[config.mk]
export PLATFORM = sky130hd
export DESIGN_NAME = rv_mem_stage
export DESIGN_NICKNAME = d
export VERILOG_FILES = /design/src/hdl/rv_mem_pkg.sv /design/src/hdl/rv_mem_stage.sv
export VERILOG_INCLUDE_DIRS = /design/src /design/src/hdl
export SDC_FILE = /design/constraint.sdc
export NUM_CORES = 1
export LEC_CHECK = 0
export BUFFER_PORTS_ARGS = -buffer_cell sky130_fd_sc_hd__buf_2
export CAP_MARGIN = 25
export CORE_AREA = 2 2 104 106
export DETAILED_ROUTE_END_ITERATION = 8
export DIE_AREA = 0 0 106 108
export PLACE_DENSITY = 0.78
export REMOVE_ABC_BUFFERS = 1
export SYNTH_ARGS = -nofsm -noshare
export SYNTH_HDL_FRONTEND = slang
export SYNTH_SLANG_ARGS = --single-unit
[constraint.sdc]
create_clock -name clk -period 5.6 [get_ports clk]
set_input_delay 0.84 -clock clk [delete_from_list [all_inputs] [get_ports clk]]
set_output_delay 0.84 -clock clk [all_outputs]
set_load 0.02 [all_outputs]
[src/hdl/rv_mem_defines.svh]
`ifndef RV_MEM_DEFINES_SVH
`define RV_MEM_DEFINES_SVH

// Data and address width
`define XLEN 32

// Data memory size in 32-bit words
`define RAM_DEPTH_WORDS 256

// Extra cycles before the memory answers
`define RAM_WAIT_CYCLES 2

// RV32I major opcodes
`define OP_LOAD  7'b0000011
`define OP_STORE 7'b0100011

// funct3 fields of a load or store
`define F3_SIZE_MSB 13
`define F3_SIZE_LSB 12
`define F3_UNSIGNED 14

`endif

[src/hdl/rv_mem_pkg.sv]
`default_nettype none

`include "rv_mem_defines.svh"

package rv_mem_pkg;

    // Access width, straight from funct3[13:12]
    typedef enum logic [1:0] {
        SZ_BYTE = 2'b00,
        SZ_HALF = 2'b01,
        SZ_WORD = 2'b10
    } access_size_e;

    localparam int BYTE_LANES = `XLEN / 8;
    localparam int HALF_LANES = `XLEN / 16;

    // One memory word, seen as byte lanes or as halfword lanes
    typedef union packed {
        logic [BYTE_LANES-1:0][7:0]  byte_lane;
        logic [HALF_LANES-1:0][15:0] half_lane;
    } mem_word_u;

endpackage

`default_nettype wire

[src/hdl/rv_mem_stage.sv]
`timescale 1ns/1ps
`default_nettype none

`include "rv_mem_defines.svh"

module rv_mem_stage
    import rv_mem_pkg::*;
(
    input  wire logic               clk,
    input  wire logic               resetn_i,
    // Execute side
    input  wire logic               ex_give_i,
    output logic                    ex_get_o,
    input  wire logic [31:0]        ex_instr_i,
    input  wire logic [`XLEN-1:0]   ex_result_i,
    input  wire logic [`XLEN-1:0]   ex_rs2_i,
    // Data memory
    output logic [`XLEN-1:0]        mem_addr_o,
    output logic [`XLEN-1:0]        mem_wdata_o,
    output access_size_e            mem_size_o,
    output logic                    mem_read_o,
    output logic                    mem_write_o,
    input  wire logic [`XLEN-1:0]   mem_rdata_i,
    input  wire logic               mem_valid_i,
    // Write-back side
    input  wire logic               wb_get_i,
    output logic                    wb_give_o,
    output logic [31:0]             wb_instr_o,
    output logic [`XLEN-1:0]        wb_data_o
);

    enum logic [1:0] {IDLE, ACCESS, HANDOFF} state_q, state_d;

    logic [31:0]       instr_q;
    logic [`XLEN-1:0]  addr_q;
    logic [`XLEN-1:0]  data_q;     // rs2 while storing, result afterwards

    logic              ex_is_mem;
    logic              is_load;
    logic              is_store;
    logic              accept;
    logic              done;
    access_size_e      size;
    logic [`XLEN-1:0]  load_ext;

    assign ex_is_mem = (ex_instr_i[6:0] == `OP_LOAD) || (ex_instr_i[6:0] == `OP_STORE);
    assign is_load   = (instr_q[6:0] == `OP_LOAD);
    assign is_store  = (instr_q[6:0] == `OP_STORE);
    assign size      = access_size_e'(instr_q[`F3_SIZE_MSB:`F3_SIZE_LSB]);

    assign accept = ex_get_o && ex_give_i;
    assign done   = (state_q == ACCESS) && mem_valid_i;

    // Memory returns the lane in the low bits
    always_comb begin
        case (size)
            SZ_BYTE: load_ext = {{(`XLEN-8){~instr_q[`F3_UNSIGNED] & mem_rdata_i[7]}},
                                 mem_rdata_i[7:0]};
            SZ_HALF: load_ext = {{(`XLEN-16){~instr_q[`F3_UNSIGNED] & mem_rdata_i[15]}},
                                 mem_rdata_i[15:0]};
            default: load_ext = mem_rdata_i;
        endcase
    end

    always_comb begin
        state_d = state_q;
        case (state_q)
            IDLE: begin
                if (ex_give_i) begin
                    state_d = ex_is_mem ? ACCESS : HANDOFF;
                end
            end
            ACCESS: begin
                if (mem_valid_i) begin
                    state_d = HANDOFF;
                end
            end
            HANDOFF: begin
                if (wb_get_i) begin
                    state_d = IDLE;
                end
            end
            default: state_d = IDLE;
        endcase
    end

    always_ff @(posedge clk) begin
        if (!resetn_i) begin
            state_q <= IDLE;
        end else begin
            state_q <= state_d;
        end
    end

    always_ff @(posedge clk) begin
        if (accept) begin
            instr_q <= ex_instr_i;
            addr_q  <= ex_result_i;
            data_q  <= ex_is_mem ? ex_rs2_i : ex_result_i;
        end else if (done) begin
            data_q  <= is_load ? load_ext : addr_q;
        end
    end

    assign ex_get_o = (state_q == IDLE);

    // Request held steady for the whole ACCESS state
    assign mem_addr_o  = addr_q;
    assign mem_wdata_o = data_q;
    assign mem_size_o  = size;
    assign mem_read_o  = (state_q == ACCESS) && is_load;
    assign mem_write_o = (state_q == ACCESS) && is_store;

    assign wb_give_o  = (state_q == HANDOFF) && wb_get_i;
    assign wb_instr_o = instr_q;
    assign wb_data_o  = data_q;    // Load value or ALU result

endmodule

`default_nettype wire

-- Word level (Yosys, flattened, before mapping)
Cells that the tools add are included.
W data, S select, Z words.
- register bits after elaboration: 98
- bits in latches: 0
- bits in writable memories: 0
- memory bits (read-only): 0
- input bits: 133
- output and inout port bits: 134
- logic and storage cells: 37
- memories: 0
- add/sub/neg operators: 0
- $mul: 0
- div/mod/pow operators: 0
- $lt $le $gt $ge: 0
- eq/ne operators: 10
- shift-type cells: 0
- mux-type cells: 10
- bitwise gates (word level): 3
- reduce and logical (&&, ||, !) cells: 10
- operator list (operator ; number):
    $mux W32 ; 4
    $pmux W32 S2 ; 1
    $eq A7 B2 Y1 const B ; 2
    $eq A7 B6 Y1 const B ; 2
    $mux W2 ; 4
    $ne A2 B2 Y1 const B ; 3
    $pmux W2 S3 ; 1
    $logic_and A1 B1 Y1 ; 5
    $eq A2 B1 Y1 const B ; 2
    $logic_not A2 Y1 ; 2
    $reduce_and A3 Y1 ; 1
    $and A1 B1 Y1 ; 2
    $eq A2 B2 Y1 const B ; 1
    $reduce_bool A2 Y1 ; 1
    $logic_or A1 B1 Y1 ; 1
    $not A1 Y1 ; 1

-- Longest topological paths before layout
Gate-level depths: netlist (run 1).
- depth in word-level cells: 6
- mapped depth: 6
- mapped depth without buffers: 4

-- Worst setup path before layout (run 1)
Ideal clock, no wire load.
- path kind: input port to flip-flop
- start: in ex_give_i
- end: reg state_q[1] in the netlist's numbering
- setup time: 78 ps
- data arrival time: 2985 ps
- data required time: 5522 ps
- path slack: 2536 ps
- stages on the path: 4
- path buffers: 0
- path through: nand2b_1 -> a21oi_1 -> o21ai_0 -> a21boi_0
- longest elaborated chain between the ends: 2
- ends and longest elaborated chain (item ; line ; source):
    start: declaration ; rv_mem_stage.sv:12 ; input wire logic ex_give_i,
    $ne A2 B2 Y1 (no source line) ; n/a ;
    $reduce_and A3 Y1 (no source line) ; n/a ;
    end signal: assignment ; rv_mem_stage.sv:91 ; state_q <= state_d;
    end: declaration ; rv_mem_stage.sv:32 ; enum logic [1:0] {IDLE, ACCESS, HANDOFF} state_q, state_d;
No other way between the ends.
A chain may end at the register's enable or synchronous reset.

-- Worst setup path in the final report (run 1)
- start: reg instr_q[5] (netlist: wb_instr_o[5])
- end: out mem_read_o
- longest elaborated chain between the ends: 2
- ends and longest elaborated chain (item ; line ; source):
    start: declaration ; rv_mem_stage.sv:34 ; logic [31:0] instr_q;
    start signal: assignment ; rv_mem_stage.sv:97 ; instr_q <= ex_instr_i;
    $eq A7 B2 Y1 (no source line) ; n/a ;
    $logic_and A1 B1 Y1 ; rv_mem_stage.sv:111 ; assign mem_read_o = (state_q == ACCESS) && is_load;
    end: declaration ; rv_mem_stage.sv:21 ; output logic mem_read_o,
No other way between the ends.

==> flow_metrics.env, run 1 <==
export IMPL_cp_arrival_ps=2230
export IMPL_cts_tree="done"
export IMPL_p_per_area_nw_per_um2=288.5
export IMPL_clk_latency_ps=360
export IMPL_synth_area_leaders="edfxtp_1 (65%), mux2i_1 (13%), buf_4 (6.1%)"
export IMPL_cp_required_ps=4760
export IMPL_placed_area_sq_um=5629
export IMPL_yosysSeqAreaShare_pct=65.84
export IMPL_finish_utilization_pct=57.43
export IMPL_clock_tree_root_cell="clkbuf_8"
export IMPL_crit_fanout=33
export IMPL_p_sw_mw=0.4613
export IMPL_hp_class="flip-flop to flip-flop"
export IMPL_timing_final_crit_share_pct=54.89
export IMPL_area_growth_pct=32.36
export IMPL_dp_hpwl_mm=8.907
export IMPL_wl_per_cell_um=17.85
export IMPL_netlist_top_cells_count="edfxtp_1 (96), mux2i_1 (57), buf_4 (36)"
export IMPL_dieHeight_um=108
export IMPL_final_nets=668
export IMPL_max_stage_delay_ps=510
export IMPL_worstPathCellList="nor3_4 -> and2_4 -> nor3b_1 -> buf_2"
export IMPL_hold_viol_final=0
export IMPL_finalSetupViolations=0
export IMPL_ys_warn_count=0
export IMPL_rsz0062_at_grt="no"
export IMPL_timing_fmax_mhz=325.3
export IMPL_cts_buffers=9
export IMPL_crit_type="flip-flop to primary output"
export IMPL_synth_edf_count=96
export IMPL_rr_endpoint="mem_wdata_o[4]"
export IMPL_rrSetupSlack_ps=3550
export IMPL_io_buffers=266
export IMPL_p_comb_share_pct=17.7
export IMPL_drtIter0Drc=170
export IMPL_synthFlopType="edfxtp_1"
export IMPL_postRouteWirelength_mm=12.06
export IMPL_peakVddDrop_uv=142.7
export IMPL_min_path_cells=2
export IMPL_clock_skew_final_ps=9.404
export IMPL_internal_power_mw=1.234
export IMPL_grt_max_degree=61
export IMPL_post_cts_resized=0
export IMPL_syn_inst=302
export IMPL_worstHoldStart="state_q[1]"
export IMPL_start_util_pct=43.39
export IMPL_num_rows=37
export IMPL_htreeDepth=3
export IMPL_synth_avg_cell_area_sq_um=14.70
export IMPL_multi_input_area_sq_um=1144
export IMPL_n_antenna_cell=0
export IMPL_synth_seq_cells=98
export IMPL_rr_startpoint="wb_instr_o[5]"
export IMPL_synth_top_area_share_pct=64.94
export IMPL_detail_route_antenna_nets=0
export IMPL_maxSlewViolCount=0
export IMPL_grt_ovfl_total=0
export IMPL_fin_area_sq_um=5876
export IMPL_tightest_slew_ps=873.6
export IMPL_cpMaxStageDelayCell="and2_4"
export IMPL_path_clk_slew_ps=100
export IMPL_p_sw_share_pct=27.21
export IMPL_yosys_cell_count_top_type="edfxtp_1"
export IMPL_cts_max_path_buffers=2
export IMPL_start_kind="flip-flop"
export IMPL_via_per_inst=5.117
export IMPL_dp_cells=659
export IMPL_grt_pass1_vias=3428
export IMPL_drc_errors=0
export IMPL_die_w_um=106
export IMPL_reg2reg_depth=4
export IMPL_ys_types=30
export IMPL_antenna_found_initial=0
export IMPL_cts_hold_buf=0
export IMPL_slew_headroom_pct=41.62
export IMPL_status="complete, no violations"
export IMPL_p_total_mw=1.695
export IMPL_netlist_area_sq_um=4439
export IMPL_grt_first_pass_wirelength_mm=17.70
export IMPL_final_setup_tns_ps=0
export IMPL_p_clk_share_pct=29.4
export IMPL_cap_violations=0
export IMPL_clock_sinks=98
export IMPL_async_reset_ff_share_pct=0
export IMPL_synth_area_leader_cell="edfxtp_1"
export IMPL_pin_count=267
export IMPL_period_minus_slack_ps=3074
export IMPL_p_seq_share_pct=52.9
export IMPL_post_cts_setup_buffers=0
export IMPL_regArea_sq_um=2923
export IMPL_fillers=876
export IMPL_crit_path_end_kind="primary output"
export IMPL_holdPathEnd="state_q[1]"
export IMPL_core_area_sq_um=10230
export IMPL_gp_congestion=0.7771
export IMPL_fin_cells=676
export IMPL_layout_drive_gt1_share_pct=54.44
export IMPL_num_vias=3459
export IMPL_grtUsageTotal_pct=20.49
export IMPL_die_area_sq_um=11450
export IMPL_leakage_nw=2.711
export IMPL_drt_pass1_iter_count=5
[kinds of logic after synthesis]
group / share of synthesized area, %
mux: 12.85
compound gates: 8.794
simple gates: 3.862
flops: 65.84
buf+inv: 8.653
[state kept, by name (all words and copies together) (netlist names)]
name,cells
mem_addr_o,32
state_q,2
wb_instr_o,32
mem_wdata_o,32
[power by group through the flow]
stage | Combinational [mW] | Sequential (mW) | Clock [mW]
final | 0.301 | 0.897 | 0.498
after global routing | 0.323 | 0.903 | 0.539
after CTS | 0.300 | 0.898 | 0.513
after global placement | 0.294 | 0.912 | 0
after detailed placement | 0.300 | 0.914 | 0
after floorplan | 0.0655 | 1.00 | 0
[placed cells by master, fill, tap and decap left out, drive strengths merged, types with 2 or more instances in the layout]
master | Yosys | final
buf | 46 | 273
edfxtp | 96 | 96
mux2i | 57 | 57
o21ai | 33 | 33
o22ai | 17 | 17
a21oi | 17 | 17
clkbuf | 5 | 10
nand4 | 9 | 9
nor2 | 3 | 3
clkinvlp | 0 | 3
nand2 | 2 | 2
and3 | 2 | 2
bufinv | 0 | 2
dfxtp | 2 | 2
clkinv | 0 | 2
[cell type report]
type / instances / share of cell area (%)
clock buffer: 10 / 2.172
clock inverter: 6 / 1.555
inverter: 2 / 0.1491
multi-input combinational: 151 / 19.46
sequential: 98 / 49.74
tap: 136 / 2.896
timing repair buffer: 273 / 24.02
[routing by layer]
layer  up-vias  global-route usage, %  wire length, um
li1       1602                      -                -
met1      1622                  23.87             4538
met2       208                  36.31             6187
met3        27                  4.159              953
met4         0                  9.962              384
met5         -                      0                0
[worst max-delay path, delay by kind of cell (launching register included)]
| kind | cells | cell delay (ps) |
|---|---|---|
| DFF | 1 | 450 |
| buffers and inverters | 1 | 200 |
| and+or+nand+nor | 3 | 1220 |
[metrics by stage]
| step | hold slack (ps) | setup slack [ps] |
|---|---|---|
| after global placement | 579.2 | 2457 |
| after CTS | 629.2 | 2483 |
| after detailed placement | 613.6 | 2359 |
| after floorplan | 518.4 | 2444 |
| final | 623.6 | 2526 |
| after global routing | 631.6 | 2399 |
[worst max-delay path by stage]
stage	from	slack (ps)	cells past startpoint	end
2_1_floorplan	ex_instr_i[3]	2440	4	mem_wdata_o[16]
3_5_place_dp	ex_give_i	2360	6	mem_wdata_o[9]
3_3_place_gp	ex_give_i	2460	6	mem_wdata_o[9]
4_1_cts	wb_instr_o[5]	2480	4	mem_read_o
6_report	wb_instr_o[5]	2530	4	mem_read_o
5_1_grt	wb_instr_o[5]	2400	4	mem_read_o
Power figures use the tool's default switching activity.
==> run 2: changes to the inputs <==
clock period = 2.98 ns   (was 5.6 ns; I/O delays follow)
==> run 2 against run 1 <==
Hold slack worse by 360 ps. Non-clock buffer count is 2 higher. Largest power group unchanged. Critical path depth stayed put. Critical endpoint unchanged.
==> flow_metrics.env, run 2 (same netlist as run 1, synthesis figures left out) <==
export IMPL_clock_sinks=98
export IMPL_hold_viol_final=0
export IMPL_num_rows=37
export IMPL_start_util_pct=43.39
export IMPL_fin_cells=678
export IMPL_crit_path_end_kind="primary output"
export IMPL_dr_max_layer_used="met4"
export IMPL_cts_max_path_buffers=2
export IMPL_leakage_nw=2.713
export IMPL_dp_cells=662
export IMPL_cts_hold_buf=0
export IMPL_cp_arrival_ps=2060
export IMPL_clock_skew_final_ps=9.927
export IMPL_detail_route_antenna_nets=0
export IMPL_final_cell_mix="buf_2 (266), edfxtp_1 (96), mux2i_1 (57)"
export IMPL_final_common_cell="buf_2"
export IMPL_final_setup_tns_ps=0
export IMPL_status="complete, no violations"
export IMPL_timing_fmax_mhz=398.9
export IMPL_cap_violations=0
export IMPL_n_antenna_cell=0
export IMPL_rrSetupSlack_ps=860
export IMPL_post_cts_setup_buffers=0
export IMPL_cp_required_ps=2530
export IMPL_wl_per_cell_um=17.85
export IMPL_num_vias=3416
export IMPL_antenna_found_initial=0
export IMPL_path_clk_slew_ps=100
export IMPL_timing_final_crit_share_pct=84.13
export IMPL_pin_count=267
export IMPL_rsz0062_at_grt="no"
export IMPL_crit_type="flip-flop to primary output"
export IMPL_dr_wl_met2_mm=6.435
export IMPL_wl_met1_mm=4.647
export IMPL_crit_fanout=15
export IMPL_startpoint="wb_instr_o[4]"
export IMPL_maxSlewViolCount=0
export IMPL_gp_congestion=0.7969
export IMPL_crit_end="mem_read_o"
export IMPL_reg2reg_depth=5
export IMPL_grt_ovfl_total=0
export IMPL_via_per_inst=5.038
export IMPL_grt_pass1_vias=3417
export IMPL_finalSetupViolations=0
export IMPL_rr_endpoint="mem_wdata_o[4]"
export IMPL_grt_max_degree=35
export IMPL_drtIter0Drc=171
export IMPL_p_per_area_nw_per_um2=530.2
export IMPL_post_cts_resized=0
export IMPL_wl_met3_um=843
export IMPL_fillers=892
export IMPL_final_nets=670
export IMPL_htreeDepth=3
export IMPL_clk_latency_ps=350
export IMPL_postRouteWirelength_mm=12.10
export IMPL_peakVddDrop_uv=244.0
export IMPL_layout_drive_gt1_share_pct=54.61
export IMPL_core_area_sq_um=10230
export IMPL_grt_first_pass_wirelength_mm=17.24
export IMPL_cts_tree="done"
export IMPL_period_minus_slack_ps=2507
export IMPL_hp_class="primary input to flip-flop"
export IMPL_start_kind="flip-flop"
export IMPL_cts_buffers=9
export IMPL_area_growth_pct=31.76
export IMPL_rr_startpoint="wb_instr_o[4]"
export IMPL_slew_headroom_pct=42.77
export IMPL_drt_pass1_iter_count=4
export IMPL_grtUsageTotal_pct=19.86
export IMPL_clock_tree_root_cell="clkbuf_8"
export IMPL_drc_errors=0
export IMPL_dieHeight_um=108
export IMPL_dp_hpwl_mm=9.047
export IMPL_die_area_sq_um=11450
export IMPL_die_w_um=106
export IMPL_io_buffers=266
export IMPL_tightest_slew_ps=856.4
run 2: metal layers:
layer  track usage (%)  vias to the layer above
met1             22.55                     1617
met4             6.579                        0
met2             37.93                      176
met5                 0                        -
met3             3.315                       15
li1                  -                     1608
run 2: worst min-delay path by stage:
| stage | end | slack [ps] | startpoint | cells after the start |
|---|---|---|---|---|
| global placement | state_q[1] | 580 | state_q[1] | 2 |
| global route | wb_instr_o[14] | 240 | ex_instr_i[14] | 1 |
| floorplan | state_q[1] | 520 | state_q[1] | 2 |
| detailed placement | state_q[1] | 610 | state_q[1] | 2 |
| CTS | wb_instr_o[12] | 240 | ex_instr_i[12] | 1 |
| finish | wb_instr_o[12] | 260 | ex_instr_i[12] | 1 |
run 2: stage by stage:
stage	instance area (sq um)	utilization, %	power, mW	hold slack [ps]	worst slack, ps
finish	5849	57.17	3.101	261.5	472.9
global route	5849	57.17	3.207	241.6	380.1
CTS	5849	57.17	3.128	237.2	457.1
detailed placement	5657	55.29	2.285	607.1	868.6
global placement	5657	55.29	2.272	578.9	880.3
floorplan	4063	-	2.009	518.4	216.9
run 2: where the power goes:
| part | total [mW] | internal (mW) | switching [mW] |
|---|---|---|---|
| clock network | 0.852 | 0.387 | 0.465 |
| logic | 0.561 | 0.207 | 0.354 |
| registers | 1.69 | 1.64 | 0.0513 |
| total | 3.10 | 2.23 | 0.870 |
run 2: worst max-delay path, cell delays in order (launching register included):
cell,delay (ps)
edfxtp_1,460
nor3_4,420
and2_4,370
nor3b_1,250
buf_2,210
run 2: final cells by class:
cell class	instances	area [sq um]	area share, %
sequential	98	2923	49.97
timing repair buffer	275	1411	24.13
multi-input combinational	151	1144	19.55
tap	136	170.2	2.909
clock buffer	9	123.9	2.118
clock inverter	7	68.82	1.176
inverter	2	8.758	0.1497
==> run 3: changes to the inputs <==
CORE_AREA = default   (was 2 2 104 106)
CORE_UTILIZATION = 39   (was default)
DIE_AREA = default   (was 0 0 106 108)
PLACE_DENSITY = 0.74   (was 0.78)
clock period = 2.2 ns   (was 2.98 ns; I/O delays follow)
==> run 3 against run 2 <==
Clock-buffer cell count unchanged. Largest power group unchanged. Core utilization down 2.1 points. Hold slack worse by 98 ps. Final cell count up 1.3%. Clock skew down 1.4 ps. Critical path type is now flip-flop to flip-flop. Global-route usage down 0.15 points. Combinational power up 38%. Highest routed layer unchanged.
==> flow_metrics.env, run 3 (same netlist as run 1, synthesis figures left out) <==
export IMPL_status="complete, no violations"
export IMPL_worstPathCellList="mux2i_1 -> o311ai_4 -> a21oi_1 -> o22ai_1"
export IMPL_postRouteWirelength_mm=12.04
export IMPL_via_per_inst=5.073
export IMPL_internal_power_mw=3.503
export IMPL_cap_violations=0
export IMPL_cts_tree="done"
export IMPL_antenna_found_initial=0
export IMPL_die_area_sq_um=11810
export IMPL_slew_headroom_pct=41.48
export IMPL_start_util_pct=40.42
export IMPL_final_cell_mix="buf_2 (266), edfxtp_1 (96), mux2i_1 (57)"
export IMPL_cts_max_path_buffers=2
export IMPL_p_per_area_nw_per_um2=783.6
export IMPL_timing_fmax_mhz=525.7
export IMPL_final_nets=675
export IMPL_gp_congestion=0.7648
export IMPL_period_minus_slack_ps=1902
export IMPL_hold_viol_final=0
export IMPL_max_stage_delay_ps=750
export IMPL_n_antenna_cell=0
export IMPL_p_total_mw=4.736
export IMPL_num_vias=3485
export IMPL_dp_hpwl_mm=8.863
export IMPL_finish_utilization_pct=55.02
export IMPL_rsz0062_at_grt="no"
export IMPL_timing_final_crit_share_pct=86.46
export IMPL_clk_latency_ps=340
export IMPL_grt_first_pass_wirelength_mm=17.43
export IMPL_cpMaxStageDelayCell="o311ai_4"
export IMPL_finalSetupViolations=0
export IMPL_grt_pass1_vias=3425
export IMPL_crit_path_end_kind="flip-flop"
export IMPL_htreeDepth=3
export IMPL_critPathTopFamily="compound AO/OA/AOI/OAI gates"
export IMPL_p_seq_share_pct=48.3
export IMPL_drt_pass1_iter_count=4
export IMPL_pin_count=267
export IMPL_drc_errors=0
export IMPL_start_kind="flip-flop"
export IMPL_drtIter0Drc=139
export IMPL_fin_cells=687
export IMPL_core_area_sq_um=10980
export IMPL_fin_area_sq_um=6043
export IMPL_tightest_slew_ps=875.7
export IMPL_timing_hold_ws_ps=163.2
export IMPL_clock_sinks=98
export IMPL_io_buffers=266
export IMPL_placed_area_sq_um=5724
export IMPL_cp_arrival_ps=2060
export IMPL_clock_tree_root_cell="clkbuf_16"
export IMPL_dp_cells=671
export IMPL_post_cts_setup_buffers=0
export IMPL_hp_class="primary input to flip-flop"
export IMPL_leakage_nw=2.805
export IMPL_final_common_cell="buf_2"
export IMPL_layout_drive_gt1_share_pct=55.21
export IMPL_p_sw_share_pct=26.04
export IMPL_grt_ovfl_total=0
export IMPL_crit_type="flip-flop to flip-flop"
export IMPL_crit_fanout=16
export IMPL_p_clk_share_pct=35.4
export IMPL_crit_buf_inv=0
export IMPL_p_comb_share_pct=16.4
export IMPL_post_cts_resized=0
export IMPL_grt_max_degree=42
export IMPL_rrSetupSlack_ps=300
export IMPL_path_clk_slew_ps=70
export IMPL_peakVddDrop_uv=439.5
export IMPL_num_rows=38
export IMPL_p_sw_mw=1.233
export IMPL_cp_required_ps=2360
export IMPL_cts_hold_buf=0
export IMPL_clock_skew_final_ps=8.523
export IMPL_maxSlewViolCount=0
export IMPL_grtUsageTotal_pct=19.71
export IMPL_area_growth_pct=36.13
export IMPL_die_w_um=108.7
export IMPL_cts_buffers=9
export IMPL_detail_route_antenna_nets=0
export IMPL_wl_per_cell_um=17.53
export IMPL_dieHeight_um=108.7
-- run 3: final timing paths --
path,startpoint,to,cells after the start
worst max register to register,wb_instr_o[12],mem_wdata_o[27],4
worst min register to register,state_q[0],state_q[1],2
worst min-delay path,ex_instr_i[31],wb_instr_o[31],1
worst max-delay path,wb_instr_o[12],mem_wdata_o[27],4
-- run 3: through the flow --
stage / setup slack, ps / TNS, ps
after floorplan: -556.2 / -59550
after global placement: 443.7 / 0
after detailed placement: 315.9 / 0
after CTS: 257.5 / 0
after global routing: 141.2 / 0
final: 297.9 / 0
-- run 3: per-layer routing --
layer | vias to the layer above | part of all wire (%) | global-route usage, %
met5 | - | 0 | 0
met4 | 0 | 1.8 | 8.012
met3 | 18 | 8.1 | 4.722
met2 | 207 | 50 | 34.04
met1 | 1637 | 40 | 23.54
li1 | 1623 | - | -
-- run 3: power groups by stage --
| stage | clock network [mW] | logic, mW | registers [mW] |
|---|---|---|---|
| after floorplan | 0 | 0.167 | 2.55 |
| after global placement | 0 | 0.765 | 2.32 |
| after detailed placement | 0 | 0.778 | 2.33 |
| after CTS | 1.70 | 0.781 | 2.29 |
| after global routing | 1.77 | 0.833 | 2.30 |
| final | 1.67 | 0.776 | 2.28 |
-- run 3: layout make-up --
class | instances | area (sq um)
Tap cell | 140 | 175.2
Clock buffer | 9 | 225.2
Inverter | 2 | 8.758
Sequential cell | 98 | 2923
Timing Repair Buffer | 280 | 1474
Clock inverter | 7 | 93.84
Multi-Input combinational cell | 151 | 1144
Fill cell | 951 | 4940
